[config.mk]
export PLATFORM = sky130hd
export DESIGN_NAME = mac_row
export DESIGN_NICKNAME = d
export VERILOG_FILES = /design/src/common/mm_data_pkg.sv /design/src/engine/mac_row.sv
export VERILOG_INCLUDE_DIRS = /design/src /design/src/common
export SDC_FILE = /design/constraint.sdc
export NUM_CORES = 1
export LEC_CHECK = 0
export BUFFER_PORTS_ARGS = -buffer_cell sky130_fd_sc_hd__buf_4
export CAP_MARGIN = 20
export CORE_AREA = 5 5 114 116
export CTS_BUF_LIST = sky130_fd_sc_hd__clkbuf_8
export CTS_CLUSTER_SIZE = 16
export DETAILED_ROUTE_END_ITERATION = 7
export DIE_AREA = 0 0 119 121
export PLACE_DENSITY = 0.81
export SLEW_MARGIN = 5
export SYNTH_ARGS = -nofsm -noshare
export SYNTH_HDL_FRONTEND = slang
export SYNTH_SLANG_ARGS = --single-unit
[constraint.sdc]
create_clock -name clk -period 6 [get_ports clk]
set_input_delay 0.3 -clock clk [delete_from_list [all_inputs] [get_ports clk]]
set_output_delay 0.3 -clock clk [all_outputs]
set_load 0.05 [all_outputs]
[src/common/mm_cfg.svh]
`ifndef MM_CFG_SVH
`define MM_CFG_SVH

// Datapath geometry
`define MM_DWIDTH        8
`define MM_SIZE          4
`define MM_IDX_WIDTH     2
`define MM_ACC_WIDTH     16
`define MM_AWIDTH        6
`define MM_DEPTH         (1 << `MM_AWIDTH)
`define MM_STRIDE_WIDTH  16
`define MM_STRIDE_RESET  4

// APB register file
`define MM_REG_AWIDTH    8
`define MM_REG_DWIDTH    32
`define MM_REG_CTRL      8'h04
`define MM_REG_A_ADDR    8'h0e
`define MM_REG_B_ADDR    8'h12
`define MM_REG_C_ADDR    8'h16
`define MM_REG_A_STRIDE  8'h28
`define MM_REG_B_STRIDE  8'h32
`define MM_REG_C_STRIDE  8'h03

// External buffer selects
`define MM_SEL_A         2'd0
`define MM_SEL_B         2'd1
`define MM_SEL_C         2'd2

`endif

[src/common/mm_data_pkg.sv]
`include "mm_cfg.svh"

package mm_data_pkg;

  ////////////////////
  // Datapath types
  ////////////////////

  typedef logic [`MM_DWIDTH-1:0] elem_t;

  // One matrix row, element 0 in the low byte
  typedef logic [`MM_SIZE*`MM_DWIDTH-1:0] word_t;

  typedef logic [`MM_AWIDTH-1:0]       addr_t;
  typedef logic [`MM_STRIDE_WIDTH-1:0] stride_t;
  typedef logic [`MM_ACC_WIDTH-1:0]    acc_t;
  typedef logic [`MM_IDX_WIDTH-1:0]    idx_t;

  // Sequencer states
  typedef enum logic [1:0] {
    seq_idle,
    seq_run,
    seq_drain,
    seq_done
  } seq_state_t;

endpackage

[src/engine/mac_row.sv]
`timescale 1ns/10ps
`include "mm_cfg.svh"

module mac_row (
  input  logic               clk,
  input  logic               PRESETn,
  input  mm_data_pkg::word_t a_row,
  input  mm_data_pkg::word_t b_row,
  input  logic               acc_first,
  input  logic               acc_last,
  input  mm_data_pkg::addr_t row_c_addr,
  output logic               c_we,
  output mm_data_pkg::addr_t c_addr,
  output mm_data_pkg::word_t c_data
);

  mm_data_pkg::idx_t  k_cnt;
  mm_data_pkg::idx_t  k_sel;
  mm_data_pkg::elem_t a_elem;
  mm_data_pkg::acc_t  acc      [`MM_SIZE];
  mm_data_pkg::acc_t  acc_next [`MM_SIZE];
  mm_data_pkg::word_t row_trunc;

  // A lane k feeds every column this beat
  assign k_sel  = acc_first ? '0 : k_cnt;
  assign a_elem = a_row[k_sel*`MM_DWIDTH +: `MM_DWIDTH];

  ////////////////////
  // Lane arithmetic
  ////////////////////
  always_comb begin
    for (int j = 0; j < `MM_SIZE; j++) begin
      acc_next[j] = (acc_first ? '0 : acc[j])
                  + mm_data_pkg::acc_t'(a_elem)
                  * mm_data_pkg::acc_t'(b_row[j*`MM_DWIDTH +: `MM_DWIDTH]);
      // C keeps the low byte only
      row_trunc[j*`MM_DWIDTH +: `MM_DWIDTH] = acc_next[j][`MM_DWIDTH-1:0];
    end
  end

  always_ff @(posedge clk) begin
    if (!PRESETn) begin
      k_cnt <= '0;
      c_we  <= 1'b0;
    end else begin
      k_cnt <= k_sel + 1'b1;
      c_we  <= acc_last;
    end
  end

  // Accumulators and result row
  always_ff @(posedge clk) begin
    for (int j = 0; j < `MM_SIZE; j++) begin
      acc[j] <= acc_next[j];
    end
    if (acc_last) begin
      c_addr <= row_c_addr;
      c_data <= row_trunc;
    end
  end

endmodule

# Word level (Yosys, flattened, before mapping)
# Memories as Yosys holds them, arrays and structs flattened.
# Cells that the tools add are included.
[totals] regBits=41 mem_bits_rw=64 inputBits=74 out_inout_bits=39 elab_cells=20 mem_count=1
[mem_list] name="acc" words=4 width=16 read_ports=4 rd_ports_with_merged_regs=0 write_ports=4 line="mac_row.sv:20" source="mm_data_pkg::acc_t acc [`MM_SIZE];"
[classes] n_addsub=5 mul=4 shift=1 mux=5
[ops] op="adder 16 bit" n=4
[ops] op="multiplier 8 x 8 -> 16 bit" n=4
[ops] op="2-to-1 mux 16 bit" n=4
[ops] op="variable part select 32 x 6 -> 8 bit" n=1
[ops] op="adder 2 x 1 -> 2 bit (second input constant)" n=1
[ops] op="2-to-1 mux 2 bit" n=1

# Logic depth before layout (Yosys ltp)
# Gate-level depths: netlist of the first run.
[depth] ltp_word=4 ltp_mapped=23 ltp_nobuf=20

# Worst setup path before layout of the first run
# No wires, ideal clock.
[synth_timing] path_kind="register to register" start="register k_cnt[1]" end="register c_data[15], data pin" setup_ps=271 arrival_ps=5152 required_time_ps=5729 path_slack_ps=577 path_stages_with_launch=21 n_path_buf=2 period_less_slack_ps=5423 cell_sequence="dfxtp_1 -> nor3b_1 -> a22oi_1 -> o21ai_0 -> buf_2 -> buf_1 -> nand2_1 -> fa_1 -> inv_1 -> fa_1 -> ha_1 -> inv_1 -> fa_1 -> inv_1 -> fa_1 -> a21o_1 -> a21oi_1 -> xnor2_1 -> xnor2_1 -> xnor3_1 -> xnor3_1"
[synth_rtl] element="from (decl)" line="mac_row.sv:17" source="mm_data_pkg::idx_t k_cnt;"
[synth_rtl] element="from (signal assigned)" line="mac_row.sv:46" source="k_cnt <= k_sel + 1'b1;"
[synth_rtl] element="to (signal assigned)" line="mac_row.sv:58" source="c_data <= row_trunc;"
[synth_rtl] element="to (decl)" line="mac_row.sv:14" source="output mm_data_pkg::word_t c_data"

==> impl_summary.txt, run 1 <==
----------------------------------------------------
[STA]
  Clock period minus worst slack ... 5630 ps
  Worst hold slack ... 95.2 ps
  Setup-failing EPs final ... 0
  Period utilisation layout ... 93.9%
  Clock tree skew after final layout ... 11.8 ps
  Setup repair after global routing missed its margin ... no
  Slew at the pin closest to its max-slew limit ... 749 ps
  Peak Freq ... 0.178 GHz
  Endpoints failing hold ... 0
  Min setup slack post-route ... 367 ps
  Setup TNS ... 0 ps
  Relative slew slack ... 50.1%
  Pins over their slew limit ... 0

[Setup path]
  Sort of element at the start of the critical path ... register
  Arrival time at the worst endpoint ... 5750 ps
  CP Capture Type ... register
  CP required ... 6120 ps
  Critical-path maximum fanout ... 23
  Kind of critical path ... register to register

[Yosys]
  Seq cells post-synth ... 73
  Share of synthesized cell area in full adder, half adder and majority cells ... 33.9%
  Sequential area share after synthesis ... 27.2%
  Total of warnings raised by yosys ... 0
  Mean cell area of the mapped netlist ... 10.2 sq um
  Unique cell type count in the Yosys netlist ... 38
  Leading post-synthesis cells by cell area ... sky130_fd_sc_hd__fa_1 21%, sky130_fd_sc_hd__edfxtp_1 17%, sky130_fd_sc_hd__ha_1 13%
  List of most frequent post-synthesis cells ... 136 x sky130_fd_sc_hd__inv_1, 98 x sky130_fd_sc_hd__nand2_1, 72 x sky130_fd_sc_hd__fa_1
  Post-synthesis net count ... 876
  Combinational family with the most area after synthesis ... adder cells
  Area share of and/or/nand/nor cells after synthesis ... 14.1%
  Area share of the largest cell type after synthesis ... 21.3%
  Synthesized cell area ... 6760 sq um
  Number of synthesized flops with an enable pin ... 38
  Most used flip-flop cell after synthesis ... sky130_fd_sc_hd__edfxtp_1
  Gate count of the mapped netlist ... 662
  Mux share of post-synthesis cell area ... 1.18%
  Count leader, synth ... sky130_fd_sc_hd__inv_1
  Cell accounting for the most synthesized area ... sky130_fd_sc_hd__fa_1
  Share of the synthesized area in compound gates (AO/OA/AOI/OAI) ... 3.92%
  Post-synthesis share of cell area spent on xor and xnor gates ... 10.6%
  Fraction of registers with async set/reset ... 0%

[Placed design]
  Number of port buffers ... 112
  Worst setup slack after placement ... 172 ps
  Gp weighted congestion ... 0.874
  Number of placed instances, taps included ... 912
  Post-detailed-placement cell area ... 7770 sq um
  Detailed-placement wirelength estimate ... 12400 um

[CTS]
  Library cell used as clock root buffer ... sky130_fd_sc_hd__clkbuf_8
  Clock tree from TritonCTS ... yes
  CTS Buf Count ... 9
  Clock Pin Slew Worst Setup and Hold Paths ... 80 ps
  Post-CTS setup repair buffer count ... 0
  Number of hold buffers added after CTS ... 0
  Latest clock arrival within the worst-skew pair ... 380 ps
  Number of clock sinks ... 73
  Number of buffers between clock root and the deepest sink ... 2
  Number of resized instances in the post-cts repair step ... 0
  CTS H-tree lvls ... 3

[Job]
  Number of maximum-capacitance violations ... 0

[Floorplan]
  Core Region ... 11800 sq um
  Area of the die ... 14400 sq um
  Height of the die ... 121 um
  Placement row count ... 40
  Initial Util ... 57.3%
  Die W ... 119 um
  Number of ports placed on the die boundary ... 113

[Power and ir drop]
  Leakage power of the design ... 4.05 nW
  Cell area power density ... 485 nW/um^2
  Worst supply voltage drop on vdd ... 0.394 mV
  Design Power ... 3.87 mW

[Layout]
  Fraction of final layout cells with drive strength greater than 1 ... 18.7%
  Count of antenna diodes in the layout ... 0
  Fin cells ... 928
  Area taken by flip-flops and latches ... 1840 sq um
  Final cell area excluding filler cells ... 7980 sq um
  # nets final ... 990
  Layout fillers ... 887
  Utilization after layout ... 67.6%
  Area Overhead vs Synth ... 18.0%
  Area of the multi-input gates ... 4320 sq um

[Worst hold path]
  Class of the tightest hold or removal check ... input port to register

[Detailed routing]
  Average vias per placed instance ... 5.23
  Number of nets still failing antenna checks after routing ... 0
  Total Wirelength ... 15300 um
  Drt first pass iters ... 4
  Detailed router's first-iteration violation count ... 338
  Average wire per cell in the routed design ... 16.5 um
  Vias ... 4854
  Drt drc ... 0

[Global route]
  Total track usage ... 22.6%
  GRT overflow ... 0
  Global-route wire length before repair ... 25300 um
  Number of antenna violations at the first check in global routing ... 0
  Vias in the first global route ... 5411
  Pin count of the biggest net entering global routing ... 40

[Status]
  Result of the run ... complete, no violations

----------------------------------------------------
path summary, 6_finish.rpt:
path | from | endpoint | slack, ps | depth (start not counted)
setup reg to reg | k_cnt[1] | c_data[15] | 370 | 17
hold / removal | row_c_addr[2] | c_addr[2] | 100 | 1
setup / recovery | k_cnt[1] | c_data[15] | 370 | 17
hold reg to reg | acc[1][0] | acc[1][0] | 620 | 2
logic make-up after synthesis:
group | count (synthesis)
fa+ha+maj | 140
simple gates | 189
buf+inv | 156
xor+xnor | 58
mux | 8
compound gates | 38
flops | 73
registers in the layout, summed over array words and instances (netlist names):
name	flops
acc	32
c_addr	6
c_data	32
c_we	1
k_cnt	2
power by group:
group | leakage [nW] | switching [mW] | internal [mW] | total (mW)
sequential | 0.669 | 0.0577 | 0.853 | 0.911
combinational | 3.28 | 1.36 | 1.20 | 2.56
clock | 0.103 | 0.195 | 0.201 | 0.396
total | 4.05 | 1.61 | 2.26 | 3.87
placed cells by master (no fill, tap or decap), drive strengths merged, types with 2 or more instances in the layout:
cell type	count
ha	68
a21oi	10
mux2i	8
o221ai	2
edfxtp	38
clkinv	3
nand3b	2
clkbuf	10
fa	72
and2	45
nand2b	21
or2	2
nand4bb	2
nor3b	3
o21ai	11
xnor2	37
a21o	8
inv	137
nand2	98
xnor3	15
nor2b	15
dfxtp	35
buf	123
xor2	6
a22oi	2
layout make-up:
class | instances | share of cell area, %
clock buffer | 10 | 1.72
tap | 147 | 2.31
multi-input combinational | 433 | 54.1
inverter | 136 | 6.40
timing repair buffer | 123 | 11.6
sequential | 73 | 23.1
clock inverter | 6 | 0.753
worst max-delay path, cell delays in order (launching register included):
cell	delay, ps
sky130_fd_sc_hd__dfxtp_2	400
sky130_fd_sc_hd__buf_4	200
sky130_fd_sc_hd__o21ba_2	260
sky130_fd_sc_hd__o221ai_4	600
sky130_fd_sc_hd__nand2_1	180
sky130_fd_sc_hd__fa_1	480
sky130_fd_sc_hd__fa_1	560
sky130_fd_sc_hd__inv_1	50
sky130_fd_sc_hd__fa_1	480
sky130_fd_sc_hd__inv_1	60
sky130_fd_sc_hd__fa_1	520
sky130_fd_sc_hd__inv_1	40
sky130_fd_sc_hd__ha_1	310
sky130_fd_sc_hd__a21oi_1	160
sky130_fd_sc_hd__xnor2_1	110
sky130_fd_sc_hd__xnor2_1	220
sky130_fd_sc_hd__xnor3_1	380
sky130_fd_sc_hd__xnor3_1	360
per-layer routing:
layer	GRT usage (%)	wire length, um
met5	0	0
met4	9.63	470
met3	5.45	1130
met2	38.3	7570
met1	27.5	6120
Note: power is estimated with default switching activity, not from simulation.
==> inputs of run 2 (changes only) <==
Settings changed: RECOVER_POWER set to 25, REMOVE_ABC_BUFFERS set to 1.
==> run 2 against run 1 <==
Against the previous run: the run now ends with capacitance limit, slew limit left; core utilization increased by 0.053 points; wire length shrank 8.0%; final cell count grew 0.11%; fmax fell by 0.20%; die area unchanged; clock power is 2% higher; critical path type unchanged; first-iteration DRC count fell by 49%.
==> impl_summary.txt, run 2 (same netlist as run 1, synthesis figures left out) <==
----------------------------------------------------
[Layout]
  Most frequent standard cell in the layout excluding fill and tap cells ... sky130_fd_sc_hd__inv_1
  Most used cells in the layout excluding fill and tap cells ... 137 x sky130_fd_sc_hd__inv_1, 117 x sky130_fd_sc_hd__buf_4, 98 x sky130_fd_sc_hd__nand2_1, 72 x sky130_fd_sc_hd__fa_1, 68 x sky130_fd_sc_hd__ha_1
  Fraction of final layout cells with drive strength greater than 1 ... 18.8%
  # nets final ... 991
  Layout fillers ... 894
  Count of antenna diodes in the layout ... 0
  Area Overhead vs Synth ... 18.1%
  Biggest registers after layout ... acc (32), c_data (32), c_addr (6)

[Power and ir drop]
  Power share of the sequential group ... 23.6%
  Switching power share of the total ... 41.3%
  Worst supply voltage drop on vdd ... 0.352 mV
  Combinational fraction of design power ... 65.9%
  Cell area power density ... 482 nW/um^2
  Leakage power of the design ... 4.05 nW
  Design Power ... 3.85 mW
  Reported net switching power ... 1.59 mW
  Share of total power in the clock network ... 10.5%
  Internal Pwr Total ... 2.26 mW

[CTS]
  Latest clock arrival within the worst-skew pair ... 360 ps
  CTS H-tree lvls ... 3
  Clock Pin Slew Worst Setup and Hold Paths ... 80 ps
  Clock tree from TritonCTS ... yes
  Library cell used as clock root buffer ... sky130_fd_sc_hd__clkbuf_8
  Number of buffers between clock root and the deepest sink ... 2
  Number of hold buffers added after CTS ... 0
  CTS Buf Count ... 9
  Number of clock sinks ... 73

[Placed design]
  Gp weighted congestion ... 0.906
  Worst setup slack after placement ... 169 ps
  Number of port buffers ... 112
  Detailed-placement wirelength estimate ... 11600 um

[Detailed routing]
  Drt drc ... 0
  Average vias per placed instance ... 5.09
  Total Wirelength ... 14100 um
  Drt first pass iters ... 4
  Detailed router's first-iteration violation count ... 174
  Number of nets still failing antenna checks after routing ... 0
  Vias ... 4733
  Average wire per cell in the routed design ... 15.2 um

[Floorplan]
  Number of ports placed on the die boundary ... 113
  Placement row count ... 40
  Height of the die ... 121 um
  Die W ... 119 um
  Initial Util ... 57.3%
  Area of the die ... 14400 sq um
  Core Region ... 11800 sq um

[Global route]
  Pin count of the biggest net entering global routing ... 40
  Total track usage ... 21.0%
  Vias in the first global route ... 5223
  Global-route wire length before repair ... 24100 um
  GRT overflow ... 0
  Number of antenna violations at the first check in global routing ... 0

[Setup path]
  Arrival time at the worst endpoint ... 5760 ps
  CP Capture Type ... register
  Cell family with the largest share of critical-path delay ... adder cells
  Number of buffer and inverter instances along the worst setup path ... 5
  Critical-path maximum fanout ... 12
  Sort of element at the start of the critical path ... register
  Kind of critical path ... register to register
  Cell with the biggest individual delay on the critical path ... sky130_fd_sc_hd__fa_1
  Cell Chain, Critical Path ... buf_4 -> mux2i_1 -> o221ai_2 -> and2_1 -> fa_1 -> inv_1 -> fa_1 -> inv_1 -> ha_1 -> inv_1 -> fa_1 -> inv_1 -> ha_1 -> a21o_1 -> a21oi_1 -> xnor2_1 -> xnor2_1 -> xnor3_1 -> xnor3_1
  Library cell appearing most often on the critical path ... sky130_fd_sc_hd__inv_1
  Max stage delay on crit path ... 540 ps
  CP required ... 6110 ps

[STA]
  Relative slew slack ... -51.1%
  Setup repair after global routing missed its margin ... no
  Worst hold slack ... 132 ps
  Setup TNS ... 0 ps
  Min setup slack post-route ... 356 ps
  Slew at the pin closest to its max-slew limit ... 2270 ps
  Clock period minus worst slack ... 5640 ps
  Peak Freq ... 0.177 GHz
  Pins over their slew limit ... 40
  Clock tree skew after final layout ... 5.65 ps
  Period utilisation layout ... 94.1%
  Endpoints failing hold ... 0
  Setup-failing EPs final ... 0

[Job]
  Number of maximum-capacitance violations ... 1

[Worst hold path]
  Class of the tightest hold or removal check ... input port to register

[Status]
  Failing checks ... capacitance limit, slew limit
  Result of the run ... finished with violations

----------------------------------------------------
-- run 2: cell types whose count changed in the layout (fill, tap and decap cells not counted) --
cell and change:
sky130_fd_sc_hd__clkbuf_4 +6, sky130_fd_sc_hd__clkbuf_1 +1, sky130_fd_sc_hd__nor3b_2 +1, sky130_fd_sc_hd__clkinv_4 -1
sky130_fd_sc_hd__nor3b_1 -1, sky130_fd_sc_hd__clkbuf_8 +1, sky130_fd_sc_hd__o221ai_4 -1, sky130_fd_sc_hd__clkinv_2 -1
sky130_fd_sc_hd__inv_6 +1, sky130_fd_sc_hd__buf_4 -6, sky130_fd_sc_hd__o221ai_2 +1
-- run 2: path summary, 6_finish.rpt --
| path | start | end | slack, ps | depth (start not counted) |
|---|---|---|---|---|
| worst max-delay path | k_cnt[1] | c_data[15] | 360 | 19 |
| worst min-delay path | row_c_addr[1] | c_addr[1] | 130 | 1 |
| worst max register to register | k_cnt[1] | c_data[15] | 360 | 19 |
| worst min register to register | acc[1][0] | acc[1][0] | 610 | 2 |
-- run 2: area by class of cell --
class / instances / area (sq um) / area share, %
timing repair buffer: 124 / 927 / 11.6
clock inverter: 5 / 55.1 / 0.689
clock buffer: 11 / 151 / 1.90
tap: 147 / 184 / 2.30
sequential: 73 / 1840 / 23.1
multi-input combinational: 433 / 4310 / 54.0
inverter: 136 / 510 / 6.39
-- run 2: what timing repair did --
item	in CTS	in global routing
buffers inserted	0	0
endpoints found under the setup margin	0	4
gates resized for setup	0	2
-- run 2: metal layers --
metal / global-route usage, % / vias to the layer above / wire length, um
met5: 0 / - / 0
met4: 6.30 / 0 / 189
met3: 5.64 / 16 / 1120
met2: 37.2 / 172 / 7050
met1: 25.0 / 2289 / 5720
li1: - / 2256 / -
-- run 2: metrics by stage --
| step | area [sq um] | std cells | util [%] |
|---|---|---|---|
| 4_1_cts | 7980 | 929 | 67.6 |
| 2_1_floorplan | 6660 | 642 | - |
| 6_report | 7990 | 929 | 67.6 |
| 5_1_grt | 7990 | 929 | 67.6 |
| 3_5_place_dp | 7780 | 913 | 65.8 |
| 3_3_place_gp | 7780 | 913 | 65.8 |
-- run 2: power groups by stage --
stage | clock network, mW | registers, mW | logic (mW)
3_5_place_dp | 0 | 0.919 | 2.55
6_report | 0.403 | 0.909 | 2.54
5_1_grt | 0.433 | 0.928 | 2.84
4_1_cts | 0.411 | 0.912 | 2.57
3_3_place_gp | 0 | 0.915 | 2.44
2_1_floorplan | 0 | 1.25 | 1.66
