[config.mk]
export PLATFORM = sky130hd
export DESIGN_NAME = mat_seq
export DESIGN_NICKNAME = d
export VERILOG_FILES = /design/src/common/mm_data_pkg.sv /design/src/engine/mat_seq.sv
export VERILOG_INCLUDE_DIRS = /design/src /design/src/common
export SDC_FILE = /design/constraint.sdc
export NUM_CORES = 1
export LEC_CHECK = 0
export BUFFER_PORTS_ARGS = -buffer_cell sky130_fd_sc_hd__buf_2
export CAP_MARGIN = 15
export CORE_ASPECT_RATIO = 1.5
export CORE_UTILIZATION = 43
export DETAILED_ROUTE_END_ITERATION = 8
export PLACE_DENSITY = 0.79
export SYNTH_ARGS = -nofsm -noshare
export SYNTH_HDL_FRONTEND = slang
export SYNTH_SLANG_ARGS = --single-unit
[constraint.sdc]
create_clock -name clk -period 3.2 [get_ports clk]
set_clock_uncertainty 0.1 [all_clocks]
set_input_delay 0.16 -clock clk [delete_from_list [all_inputs] [get_ports clk]]
set_output_delay 0.16 -clock clk [all_outputs]
set_load 0.01 [all_outputs]
[src/common/mm_cfg.svh]
`ifndef MM_CFG_SVH
`define MM_CFG_SVH

// Datapath geometry
`define MM_DWIDTH        8
`define MM_SIZE          4
`define MM_IDX_WIDTH     2
`define MM_ACC_WIDTH     16
`define MM_AWIDTH        6
`define MM_DEPTH         (1 << `MM_AWIDTH)
`define MM_STRIDE_WIDTH  16
`define MM_STRIDE_RESET  4

// APB register file
`define MM_REG_AWIDTH    8
`define MM_REG_DWIDTH    32
`define MM_REG_CTRL      8'h04
`define MM_REG_A_ADDR    8'h0e
`define MM_REG_B_ADDR    8'h12
`define MM_REG_C_ADDR    8'h16
`define MM_REG_A_STRIDE  8'h28
`define MM_REG_B_STRIDE  8'h32
`define MM_REG_C_STRIDE  8'h03

// External buffer selects
`define MM_SEL_A         2'd0
`define MM_SEL_B         2'd1
`define MM_SEL_C         2'd2

`endif

[src/common/mm_data_pkg.sv]
`include "mm_cfg.svh"

package mm_data_pkg;

  ////////////////////
  // Datapath types
  ////////////////////

  typedef logic [`MM_DWIDTH-1:0] elem_t;

  // One matrix row, element 0 in the low byte
  typedef logic [`MM_SIZE*`MM_DWIDTH-1:0] word_t;

  typedef logic [`MM_AWIDTH-1:0]       addr_t;
  typedef logic [`MM_STRIDE_WIDTH-1:0] stride_t;
  typedef logic [`MM_ACC_WIDTH-1:0]    acc_t;
  typedef logic [`MM_IDX_WIDTH-1:0]    idx_t;

  // Sequencer states
  typedef enum logic [1:0] {
    seq_idle,
    seq_run,
    seq_drain,
    seq_done
  } seq_state_t;

endpackage

[src/engine/mat_seq.sv]
`timescale 1ns/10ps
`include "mm_cfg.svh"

module mat_seq (
  input  logic                 clk,
  input  logic                 PRESETn,
  input  logic                 start,
  input  logic                 clear_done,
  input  mm_data_pkg::addr_t   base_a,
  input  mm_data_pkg::addr_t   base_b,
  input  mm_data_pkg::addr_t   base_c,
  input  mm_data_pkg::stride_t stride_a,
  input  mm_data_pkg::stride_t stride_b,
  input  mm_data_pkg::stride_t stride_c,
  output mm_data_pkg::addr_t   a_rd_addr,
  output mm_data_pkg::addr_t   b_rd_addr,
  output logic                 acc_first,
  output logic                 acc_last,
  output mm_data_pkg::addr_t   row_c_addr,
  output logic                 busy,
  output logic                 done
);

  localparam int CNT_W = 2 * `MM_IDX_WIDTH;
  localparam int DRAIN = 2;

  mm_data_pkg::seq_state_t state;
  logic [CNT_W-1:0]        beat_cnt;
  mm_data_pkg::idx_t       row_i;
  mm_data_pkg::idx_t       inner_k;
  logic                    issue;

  // Base plus idx rows, wraps within the buffer
  function automatic mm_data_pkg::addr_t row_addr(
    input mm_data_pkg::addr_t   base,
    input mm_data_pkg::idx_t    idx,
    input mm_data_pkg::stride_t stride
  );
    mm_data_pkg::stride_t offset;
    offset = stride * mm_data_pkg::stride_t'(idx);
    return base + mm_data_pkg::addr_t'(offset);
  endfunction

  ////////////////////
  // Address generation
  ////////////////////

  // Beat counter is {i, k}, k runs fastest
  assign row_i   = beat_cnt[CNT_W-1:`MM_IDX_WIDTH];
  assign inner_k = beat_cnt[`MM_IDX_WIDTH-1:0];
  assign issue   = (state == mm_data_pkg::seq_run);

  assign a_rd_addr = row_addr(base_a, row_i, stride_a);
  assign b_rd_addr = row_addr(base_b, inner_k, stride_b);

  // Aligned with the buffer read data
  always_ff @(posedge clk) begin
    row_c_addr <= row_addr(base_c, row_i, stride_c);
  end

  ////////////////////
  // Sequencer FSM
  ////////////////////
  always_ff @(posedge clk) begin
    if (!PRESETn) begin
      state     <= mm_data_pkg::seq_idle;
      beat_cnt  <= '0;
      acc_first <= 1'b0;
      acc_last  <= 1'b0;
    end else begin
      acc_first <= issue && (inner_k == '0);
      acc_last  <= issue && (inner_k == '1);
      case (state)
        mm_data_pkg::seq_idle: begin
          beat_cnt <= '0;
          if (start && !done) begin
            state <= mm_data_pkg::seq_run;
          end
        end
        mm_data_pkg::seq_run: begin
          // Counter wraps to zero for the drain phase
          beat_cnt <= beat_cnt + 1'b1;
          if (beat_cnt == '1) begin
            state <= mm_data_pkg::seq_drain;
          end
        end
        mm_data_pkg::seq_drain: begin
          beat_cnt <= beat_cnt + 1'b1;
          if (beat_cnt == CNT_W'(DRAIN - 1)) begin
            beat_cnt <= '0;
            state    <= mm_data_pkg::seq_done;
          end
        end
        mm_data_pkg::seq_done: begin
          if (clear_done) begin
            state <= mm_data_pkg::seq_idle;
          end
        end
        default: state <= mm_data_pkg::seq_idle;
      endcase
    end
  end

  assign busy = (state == mm_data_pkg::seq_run) || (state == mm_data_pkg::seq_drain);
  assign done = (state == mm_data_pkg::seq_done);

  // Delayed beat flags must never spill past the drain phase
  a_beat_in_busy: assert property (@(posedge clk) disable iff (!PRESETn)
    (acc_first || acc_last) |-> busy)
    else $error("Beat flag outside run or drain");

endmodule

# After elaboration in Yosys (flattened, before gate mapping)
# Cells that the tools add are included.
# totals
latch_bits,0
mem_bits_rw,0
ff_bits,14
mem_count,0
romBits,0
output_inout_bits,22
input_bits,70
# op_classes
n_reduce_logical,9
multipliers,3
magnitude_cmp,0
eq_ne,10
bitwise,0
n_mux,7
add_sub_neg,4
n_div,0
shifts,0
# ops
op,count
multiplier 16 x 2 -> 6 bit,3
adder 6 bit,3
one-hot mux 4 bit (3 select lines),1
2-to-1 mux 2 bit,4
one-hot mux 2 bit (4 select lines),1
"equality test 2 bit, second input constant",3
"!= test 2 bit, second input constant",3
"adder 4 x 1 -> 4 bit, second input constant",1
"equality test 4 x 1 -> 1 bit, second input constant",1
"equality test 4 bit, second input constant",1
zero test 2 bit,2
2-to-1 mux 4 bit,1
AND reduction 4 bit,1
logical AND 1 bit,3
nonzero test 3 bit,1
"equality test 2 x 1 -> 1 bit, second input constant",1
"!= test 2 x 1 -> 1 bit, second input constant",1
zero test 1 bit,1
logical OR 1 bit,1

# Logic depth before layout (Yosys ltp)
# Gate-level depths: netlist of the first run.
# depth
ltp_word,5
mapped_depth,11
depth_no_buf,9

# Least setup slack after synthesis of the first run
# Ideal clock, no wire load.
# synth_path
path_kind,reg2out
startpoint,reg beat_cnt[0]
endpoint,out b_rd_addr[5]
n_path_buf,1
t_arrival_ps,2287
required_time_ps,2940
setup_slack_ps,653
path_stages_with_launch,9
cell_sequence,dfxtp_1 clkbuf_1 and2_1 fa_1 ha_1 fa_1 a21o_1 a21oi_1 xnor2_1
# synth_via
elab_chain_len,2
# synth_rtl
item,line_no,text
"start, declared",mat_seq.sv:28,logic [CNT_W-1:0] beat_cnt;
"start signal, assigned",mat_seq.sv:82,beat_cnt <= beat_cnt + 1'b1;
"start signal, assigned",mat_seq.sv:88,beat_cnt <= beat_cnt + 1'b1;
multiplier 16 x 2 -> 6 bit,mat_seq.sv:40,offset = stride * mm_data_pkg::stride_t'(idx);
adder 6 bit,mat_seq.sv:41,return base + mm_data_pkg::addr_t'(offset);
"end, declared",mat_seq.sv:16,"output mm_data_pkg::addr_t b_rd_addr,"
# No other way between the ends.

# Worst setup path after layout of the first run
# Same ends and word-level chain as after synthesis.

==> results.yml, run 1 <==
timing:
  fmax_mhz: 342
  drv_slew: 0
  relSlewSlack_pct: 61.8
  period_share_pct: 91.3
  report.final.hold_viol_count: 0
  worst_slack_ns: 0.280
  worst_pin_slew_ns: 0.573
  fin_setup_tns_ns: 0
  fin_crit_ns: 2.92
  rsz0062_at_grt: "false"
  setup_viol: 0
routing:
  vias_per_cell: 4.84
  ant_nets: 0
  wl_per_cell_um: 10.6
  drtPass1Iterations: 4
  post-route-drc-count: 0
  dr_total_vias: 1412
  wl_um: 3100
  drt_iter0_drc: 12
yosys:
  synth.distinct_cells: 25
  yosysSeqAreaShare_pct: 17.7
  avgSynthCellArea_sq_um: 8.48
  synth_area_sq_um: 1590
  syn_inst: 187
  yosysWarningCount: 0
  synth-seq-cells: 14
  syn_nets: 295
cts:
  cts-buffers-inserted: 3
  cts.clk_slew.worst_paths_ns: 0.06
  post_cts_resized: 0
  cts_tree: "done"
  cts_hold_buf: 0
  cts-root-buf: "clkbuf_8"
  cts.sinks: 14
  post-cts-setup-buffers: 0
  cts-root-to-sink-buffers: 2
  clock_latency_ns: 0.25
  htreeDepth: 1
worst_setup_path:
  worstPathRequired_ns: 2.94
  worst_path_max_delay_cell: "dfxtp_1"
  path_class: "reg -> out"
  max_stage_delay_ns: 0.54
  end_kind: "output pin"
  cp_common_cell: "fa_1"
  path_cells: "and2_1 -> fa_1 -> ha_1 -> fa_1 -> a21o_1 -> a21oi_1 -> xnor2_1 -> buf_2"
  cp.arrival_ns: 2.66
  crit_fanout: 12
  crit_path_start_kind: "flip-flop"
finish:
  layout_common_cells: "buf_2 (61), inv_1 (36), nand2_1 (25), ha_1 (23), xnor2_1 (17)"
  insertedDiodeCount: 0
  fill_cells: 355
  multi_input_area_sq_um: 1150
  drive_gt1_share_pct: 26.8
  layout_commonest_cell: "buf_2"
  nNetsFinal: 359
  area_delta_synth_final_pct: 25.8
  seq_area_sq_um: 280
pwr:
  p_sw_mw: 0.254
  intPower_mw: 0.447
  seqPwrFrac_pct: 31.7
  power.density_nw_per_um2: 351
  vdd_ir_drop_max_v: 0.000284
  pwr-share-clk_pct: 24.7
  switching_share_pct: 36.2
  cellLeakagePower_nw: 1.10
  combPwrFrac_pct: 43.6
place:
  place_hpwl_um: 2740
  gp_congestion: 0.858
  portBuffers: 61
  post-place-ws_ns: 0.525
floorplan:
  core_sq_um: 3450
  die_y_um: 76.4
  initial_utilization_pct: 46.0
  io_pins: 92
  floorplan.rows: 26
  die-area_sq_um: 3940
  die_x_um: 51.6
global_route:
  grt_usage_pct: 17.5
  grt_pass1_vias: 1389
  top_usage_layer: "met2"
  grt.met1_usage_pct: 16.8
  grtUsageMet2_pct: 34.3
  use_met3_pct: 3.79
  overflow: 0
  grt_pass1_wl_um: 5310
  antenna_found_initial: 0
  grt_max_degree: 14
min_path:
  worst_hold_path_type: "in -> reg"
run_status:
  status: "completed"
run:
  maxCapViolations: 0
## critical path: cells and delay by family (launching register included)
family,cells,cell delay [ns]
xor+xnor,1,0.13
buf+inv,1,0.14
simple gates,1,0.20
compound gates,2,0.36
fa+ha+maj,3,1.05
flops,1,0.54
## synth_stat cells
cell | count | area (sq um)
a211oi_1 | 1 | 7.51
a21o_1 | 7 | 52.6
a21oi_1 | 12 | 60.1
a222oi_1 | 1 | 10.0
and2_1 | 12 | 75.1
and3_1 | 2 | 12.5
buf_4 | 1 | 7.51
clkbuf_1 | 3 | 11.3
dfxtp_1 | 14 | 280
fa_1 | 15 | 300
ha_1 | 23 | 288
inv_1 | 36 | 135
nand2_1 | 25 | 93.8
nand2b_1 | 1 | 6.26
nand3_1 | 3 | 15.0
nand3b_1 | 1 | 7.51
nor2_1 | 3 | 11.3
nor3_1 | 2 | 10.0
nor3b_1 | 1 | 7.51
nor4_1 | 1 | 6.26
nor4b_1 | 1 | 8.76
o21ai_0 | 3 | 15.0
o31ai_1 | 1 | 7.51
xnor2_1 | 17 | 149
xor2_1 | 1 | 8.76
## layout make-up
class / instances / area share [%]
clock buffers: 4 / 2.76
inverters: 36 / 6.77
multi-input cells: 133 / 57.7
flip-flops and latches: 14 / 14.0
well taps: 42 / 2.63
repair buffers: 63 / 16.1
## flip-flops by register name, summed over array words and instances, names as in the netlist
name and count:
row_c_addr 6, state 2, acc_first 1, beat_cnt 4, acc_last 1
## metrics by stage
step	cell area (sq um)	std cells	util, %	hold slack (ns)	power, mW
finish	2000	292	57.9	0.0336	0.701
global route	2000	292	57.9	0.0414	0.758
CTS	2000	292	57.9	0.0328	0.709
detailed placement	1940	288	56.3	0.289	0.535
global placement	1940	288	56.3	0.286	0.524
floorplan	1590	187	-	0.190	0.432
## per-layer routing
| metal | up-vias | routed length, um |
|---|---|---|
| li1 | 708 | - |
| met4 | 0 | 63 |
| met2 | 53 | 1730 |
| met1 | 645 | 1090 |
| met3 | 6 | 216 |
| met5 | - | 0 |
## logic make-up (layout without fill, tap and decap cells)
group	after synthesis	in the layout	share of synthesized area, %
AOI/OAI and AO/OA	25	25	9.62
buffers and inverters	40	103	9.70
adders and majority gates	38	38	37.1
DFF	14	14	17.7
and+or+nand+nor	52	52	16.0
xor gates and xnor gates	18	18	9.94
## path summary, 6_finish.rpt
check | start | endpoint | slack [ns] | depth (start not counted)
max | beat_cnt[0] | b_rd_addr[5] | 0.28 | 8
min | base_c[0] | row_c_addr[0] | 0.03 | 2
max reg2reg | beat_cnt[3] | row_c_addr[5] | 0.79 | 10
min reg2reg | beat_cnt[1] | beat_cnt[1] | 0.50 | 2
## power groups by stage
stage	Combinational [mW]	Clock [mW]	Sequential [mW]
final	0.306	0.173	0.222
after global routing	0.349	0.182	0.227
after CTS	0.310	0.176	0.223
after detailed placement	0.309	0	0.226
after global placement	0.299	0	0.225
after floorplan	0.214	0	0.219
Note: power is estimated with default switching activity, not from simulation.
==> inputs of run 2 (changes only) <==
--- a/config.mk
+++ b/config.mk
@@ -11,6 +11,7 @@
 export CORE_ASPECT_RATIO = 1.5
 export CORE_UTILIZATION = 43
 export DETAILED_ROUTE_END_ITERATION = 8
+export MAX_ROUTING_LAYER = met4
 export PLACE_DENSITY = 0.79
 export SYNTH_ARGS = -nofsm -noshare
 export SYNTH_HDL_FRONTEND = slang
==> run 2 against run 1 <==
Effect of this change: clock power about the same; largest power group unchanged; critical path type unchanged; setup slack got worse by 0.0068 ns; cell count is the same; sequential power hardly changed; via count rose by 0.21%; highest routed layer unchanged; die area unchanged; cell area did not move; wire length is essentially flat.
==> results.yml, run 2 (synthesis results as in run 1) <==
timing:
  whs_ns: 0.0330
  setup_viol: 0
  drv_slew: 0
  worst_pin_slew_ns: 0.573
  fin_setup_tns_ns: 0
  fin_crit_ns: 2.93
  report.final.hold_viol_count: 0
  rsz0062_at_grt: "false"
  relSlewSlack_pct: 61.8
  period_share_pct: 91.5
  fmax_mhz: 342
finish:
  drive_gt1_share_pct: 26.8
  largest_register_ffs: 6
  area_delta_synth_final_pct: 25.8
  nNetsFinal: 359
  top_regs: "row_c_addr: 6 flops, beat_cnt: 4 flops, state: 2 flops"
  largest-register: "row_c_addr"
  layout_commonest_cell: "buf_2"
  seq_area_sq_um: 280
  multi_input_area_sq_um: 1150
  insertedDiodeCount: 0
  layout_common_cells: "buf_2 (61), inv_1 (36), nand2_1 (25), ha_1 (23), xnor2_1 (17)"
  fill_cells: 355
  instances_no_fill: 292
worst_setup_path:
  worstPathRequired_ns: 2.94
  max_stage_delay_ns: 0.54
  critPathTopFamily: "adder cells"
  end_kind: "output pin"
  crit_path_start_kind: "flip-flop"
  cp.arrival_ns: 2.67
  path_class: "reg -> out"
  worst_path_max_delay_cell: "dfxtp_1"
  cp_common_cell: "fa_1"
  path_cells: "and2_1 -> fa_1 -> ha_1 -> fa_1 -> a21o_1 -> a21oi_1 -> xnor2_1 -> buf_2"
  crit_fanout: 12
  cp.buffers_inverters: 1
min_path:
  worst_hold_path_type: "in -> reg"
floorplan:
  die_x_um: 51.6
  die_y_um: 76.4
  floorplan.rows: 26
  io_pins: 92
  core_sq_um: 3450
  die-area_sq_um: 3940
  initial_utilization_pct: 46.0
pwr:
  p_sw_mw: 0.255
  p_total_mw: 0.702
  seqPwrFrac_pct: 31.7
  cellLeakagePower_nw: 1.10
  vdd_ir_drop_max_v: 0.000284
  combPwrFrac_pct: 43.6
  pwr-share-clk_pct: 24.8
  power.density_nw_per_um2: 352
  switching_share_pct: 36.3
  intPower_mw: 0.447
place:
  portBuffers: 61
  place_hpwl_um: 2740
  dp.cells: 288
  gp_congestion: 0.872
routing:
  post-route-drc-count: 0
  ant_nets: 0
  wl_per_cell_um: 10.6
  dr_total_vias: 1415
  drtPass1Iterations: 4
  vias_per_cell: 4.85
  drt_iter0_drc: 10
  wl_um: 3100
cts:
  cts_tree: "done"
  htreeDepth: 1
  post_cts_resized: 0
  cts.sinks: 14
  post-cts-setup-buffers: 0
  cts_hold_buf: 0
  cts-root-to-sink-buffers: 2
  clock_latency_ns: 0.25
  cts.clk_slew.worst_paths_ns: 0.06
  cts-root-buf: "clkbuf_8"
  cts-buffers-inserted: 3
global_route:
  antenna_found_initial: 0
  grt_usage_pct: 18.0
  overflow: 0
  grt_pass1_wl_um: 5310
  grt_max_degree: 14
  grt_pass1_vias: 1387
run_status:
  status: "completed"
run:
  maxCapViolations: 0
## run 2: worst paths after layout
kind / start / end / slack [ns] / depth (start not counted)
worst max-delay path: beat_cnt[0] / b_rd_addr[5] / 0.27 / 8
worst min-delay path: base_c[0] / row_c_addr[0] / 0.03 / 2
worst max register to register: beat_cnt[3] / row_c_addr[5] / 0.79 / 10
worst min register to register: beat_cnt[1] / beat_cnt[1] / 0.50 / 2
## run 2: power by group through the flow
stage	logic, mW	registers (mW)	clock network (mW)
floorplan	0.214	0.219	0
global placement	0.299	0.225	0
detailed placement	0.309	0.226	0
CTS	0.310	0.223	0.176
global route	0.349	0.227	0.182
finish	0.306	0.222	0.174
## run 2: layout make-up
cell class	count	area share, %
clock buffer	4	2.76
inverter	36	6.77
multi-input combinational	133	57.7
sequential	14	14.0
tap	42	2.63
timing repair buffer	63	16.1
## run 2: layer usage
metal | wire length, um | global-route usage, % | up-vias
met5 | 0 | - | -
met4 | 63 | 5.68 | 0
met3 | 183 | 2.99 | 6
met2 | 1730 | 34.4 | 53
met1 | 1130 | 17.2 | 647
li1 | - | - | 709
## run 2: through the flow
step	area, sq um	worst slack [ns]	utilization [%]
finish	2000	0.273	57.9
global route	2000	0.0474	57.9
CTS	2000	0.245	57.9
detailed placement	1940	0.525	56.3
global placement	1940	0.540	56.3
floorplan	1590	0.653	-
## run 2: worst register-to-register path: stages (launching register included)
cell,delay (ns)
dfxtp_1,0.36
buf_4,0.20
and2_1,0.16
fa_1,0.51
ha_1,0.17
inv_1,0.06
fa_1,0.39
inv_1,0.07
a21o_1,0.10
a21oi_1,0.07
xnor2_1,0.12
==> inputs of run 3 (changes only) <==
--- a/config.mk
+++ b/config.mk
@@ -8,11 +8,12 @@
 export LEC_CHECK = 0
 export BUFFER_PORTS_ARGS = -buffer_cell sky130_fd_sc_hd__buf_2
 export CAP_MARGIN = 15
-export CORE_ASPECT_RATIO = 1.5
+export CORE_ASPECT_RATIO = 1.25
 export CORE_UTILIZATION = 43
 export DETAILED_ROUTE_END_ITERATION = 8
 export MAX_ROUTING_LAYER = met4
 export PLACE_DENSITY = 0.79
+export RECOVER_POWER = 50
 export SYNTH_ARGS = -nofsm -noshare
 export SYNTH_HDL_FRONTEND = slang
 export SYNTH_SLANG_ARGS = --single-unit
==> run 3 against run 2 <==
Effect of this change: critical path depth is the same; cell count shrank 0.68%; sequential share of layout area grew 0.12 points.
==> results.yml, run 3 (synthesis results as in run 1) <==
timing:
  fin_crit_ns: 2.88
  period_share_pct: 90.1
  setup_viol: 0
  fin_setup_tns_ns: 0
  worst_pin_slew_ns: 0.566
  report.final.hold_viol_count: 0
  relSlewSlack_pct: 62.3
  fmax_mhz: 347
  rsz0062_at_grt: "false"
  drv_slew: 0
finish:
  utilization_pct: 56.3
  nNetsFinal: 360
  final_area_sq_um: 1980
  fill_cells: 332
  largest_register_ffs: 6
  largest-register: "row_c_addr"
  multi_input_area_sq_um: 1150
  area_delta_synth_final_pct: 24.8
  top_regs: "row_c_addr: 6 flops, beat_cnt: 4 flops, state: 2 flops"
  layout_common_cells: "buf_2 (51), inv_1 (36), nand2_1 (25), ha_1 (23), xnor2_1 (17)"
  insertedDiodeCount: 0
  layout_commonest_cell: "buf_2"
  instances_no_fill: 290
  seq_area_sq_um: 280
  drive_gt1_share_pct: 22.3
floorplan:
  die_x_um: 56.3
  floorplan.rows: 24
  die_y_um: 69.9
  io_pins: 92
  die-area_sq_um: 3940
  initial_utilization_pct: 45.2
  core_sq_um: 3510
worst_setup_path:
  r2r-start: "beat_cnt[2]"
  rrSetupSlack_ns: 0.55
  crit_fanout: 9
  end_kind: "output pin"
  critPathLaunch: "beat_cnt[1]"
  cp.buffers_inverters: 1
  worst_path_max_delay_cell: "dfxtp_1"
  cp_common_cell: "fa_1"
  max_stage_delay_ns: 0.48
  worstPathRequired_ns: 2.94
  path_cells: "and2_1 -> fa_1 -> ha_1 -> fa_1 -> a21o_1 -> a21oi_1 -> xnor2_1 -> buf_2"
  critPathTopFamily: "adder cells"
  crit_path_start_kind: "flip-flop"
  cp.arrival_ns: 2.62
  path_class: "reg -> out"
cts:
  post_cts_resized: 0
  htreeDepth: 1
  cts-root-to-sink-buffers: 2
  post-cts-setup-buffers: 0
  cts_hold_buf: 0
  cts_tree: "done"
  cts-buffers-inserted: 3
  clock_latency_ns: 0.25
  cts.clk_slew.worst_paths_ns: 0.06
  cts.sinks: 14
  cts-root-buf: "clkbuf_8"
place:
  portBuffers: 61
  place_area_sq_um: 1940
  place_hpwl_um: 2540
  dp.cells: 286
  gp_congestion: 0.825
run:
  maxCapViolations: 0
pwr:
  power.density_nw_per_um2: 352
  pwr-share-clk_pct: 24.7
  vdd_ir_drop_max_v: 0.000362
  switching_share_pct: 36.6
  combPwrFrac_pct: 44.2
  cellLeakagePower_nw: 1.06
  p_sw_mw: 0.255
  p_total_mw: 0.697
  seqPwrFrac_pct: 31.1
  intPower_mw: 0.442
run_status:
  status: "completed"
routing:
  drtPass1Iterations: 4
  vias_per_cell: 4.78
  wl_per_cell_um: 9.97
  post-route-drc-count: 0
  ant_nets: 0
  wl_um: 2890
  drt_iter0_drc: 25
  dr_total_vias: 1386
global_route:
  overflow: 0
  antenna_found_initial: 0
  grt_pass1_wl_um: 5000
  grt_usage_pct: 16.7
  grt_max_degree: 15
  grt_pass1_vias: 1253
min_path:
  min_from: "base_c[0]"
  worst_hold_path_type: "in -> reg"
-- run 3: cell count changes in the layout (fill, tap and decap cells not counted) --
cell and change:
clkbuf_1 +12, buf_2 -10, and2_0 +3, and2_1 -3, buf_4 -1
-- run 3: power groups by stage --
stage / combinational (mW) / sequential (mW) / clock, mW
global placement: 0.310 / 0.220 / 0
floorplan: 0.214 / 0.219 / 0
finish: 0.308 / 0.217 / 0.172
CTS: 0.319 / 0.216 / 0.180
detailed placement: 0.318 / 0.221 / 0
global route: 0.352 / 0.220 / 0.188
-- run 3: layer usage --
layer / wire length [um] / GRT usage [%] / part of all wire, %
met1: 1150 / 17.7 / 40
met3: 131 / 4.07 / 4.5
met4: 36 / 6.78 / 1.2
met2: 1570 / 29.5 / 54
met5: 0 / - / 0
-- run 3: final timing paths --
check / to / depth (start not counted)
worst min-delay path: row_c_addr[0] / 2
worst max-delay path: b_rd_addr[5] / 8
worst min register to register: state[0] / 2
worst max register to register: row_c_addr[5] / 10
-- run 3: final cells by class --
type	instances	share of cell area, %
Clock buffer	4	2.78
Inverter	36	6.83
Multi-Input combinational cell	133	58.2
Sequential cell	14	14.2
Tap cell	39	2.47
Timing Repair Buffer	64	15.5
-- run 3: through the flow --
step | setup WS, ns | hold WS (ns)
finish | 0.316 | 0.0324
global route | 0.0929 | 0.0264
CTS | 0.272 | 0.0263
detailed placement | 0.552 | 0.289
global placement | 0.589 | 0.283
floorplan | 0.653 | 0.190
-- run 3: worst register-to-register path, cell delays in order, from the launching register on --
cell      delay [ns]
dfxtp_1         0.44
clkbuf_1        0.41
and2_0          0.21
fa_1            0.41
ha_1            0.22
inv_1           0.08
fa_1            0.21
inv_1           0.05
a21o_1          0.14
a21oi_1         0.17
xnor2_1         0.13
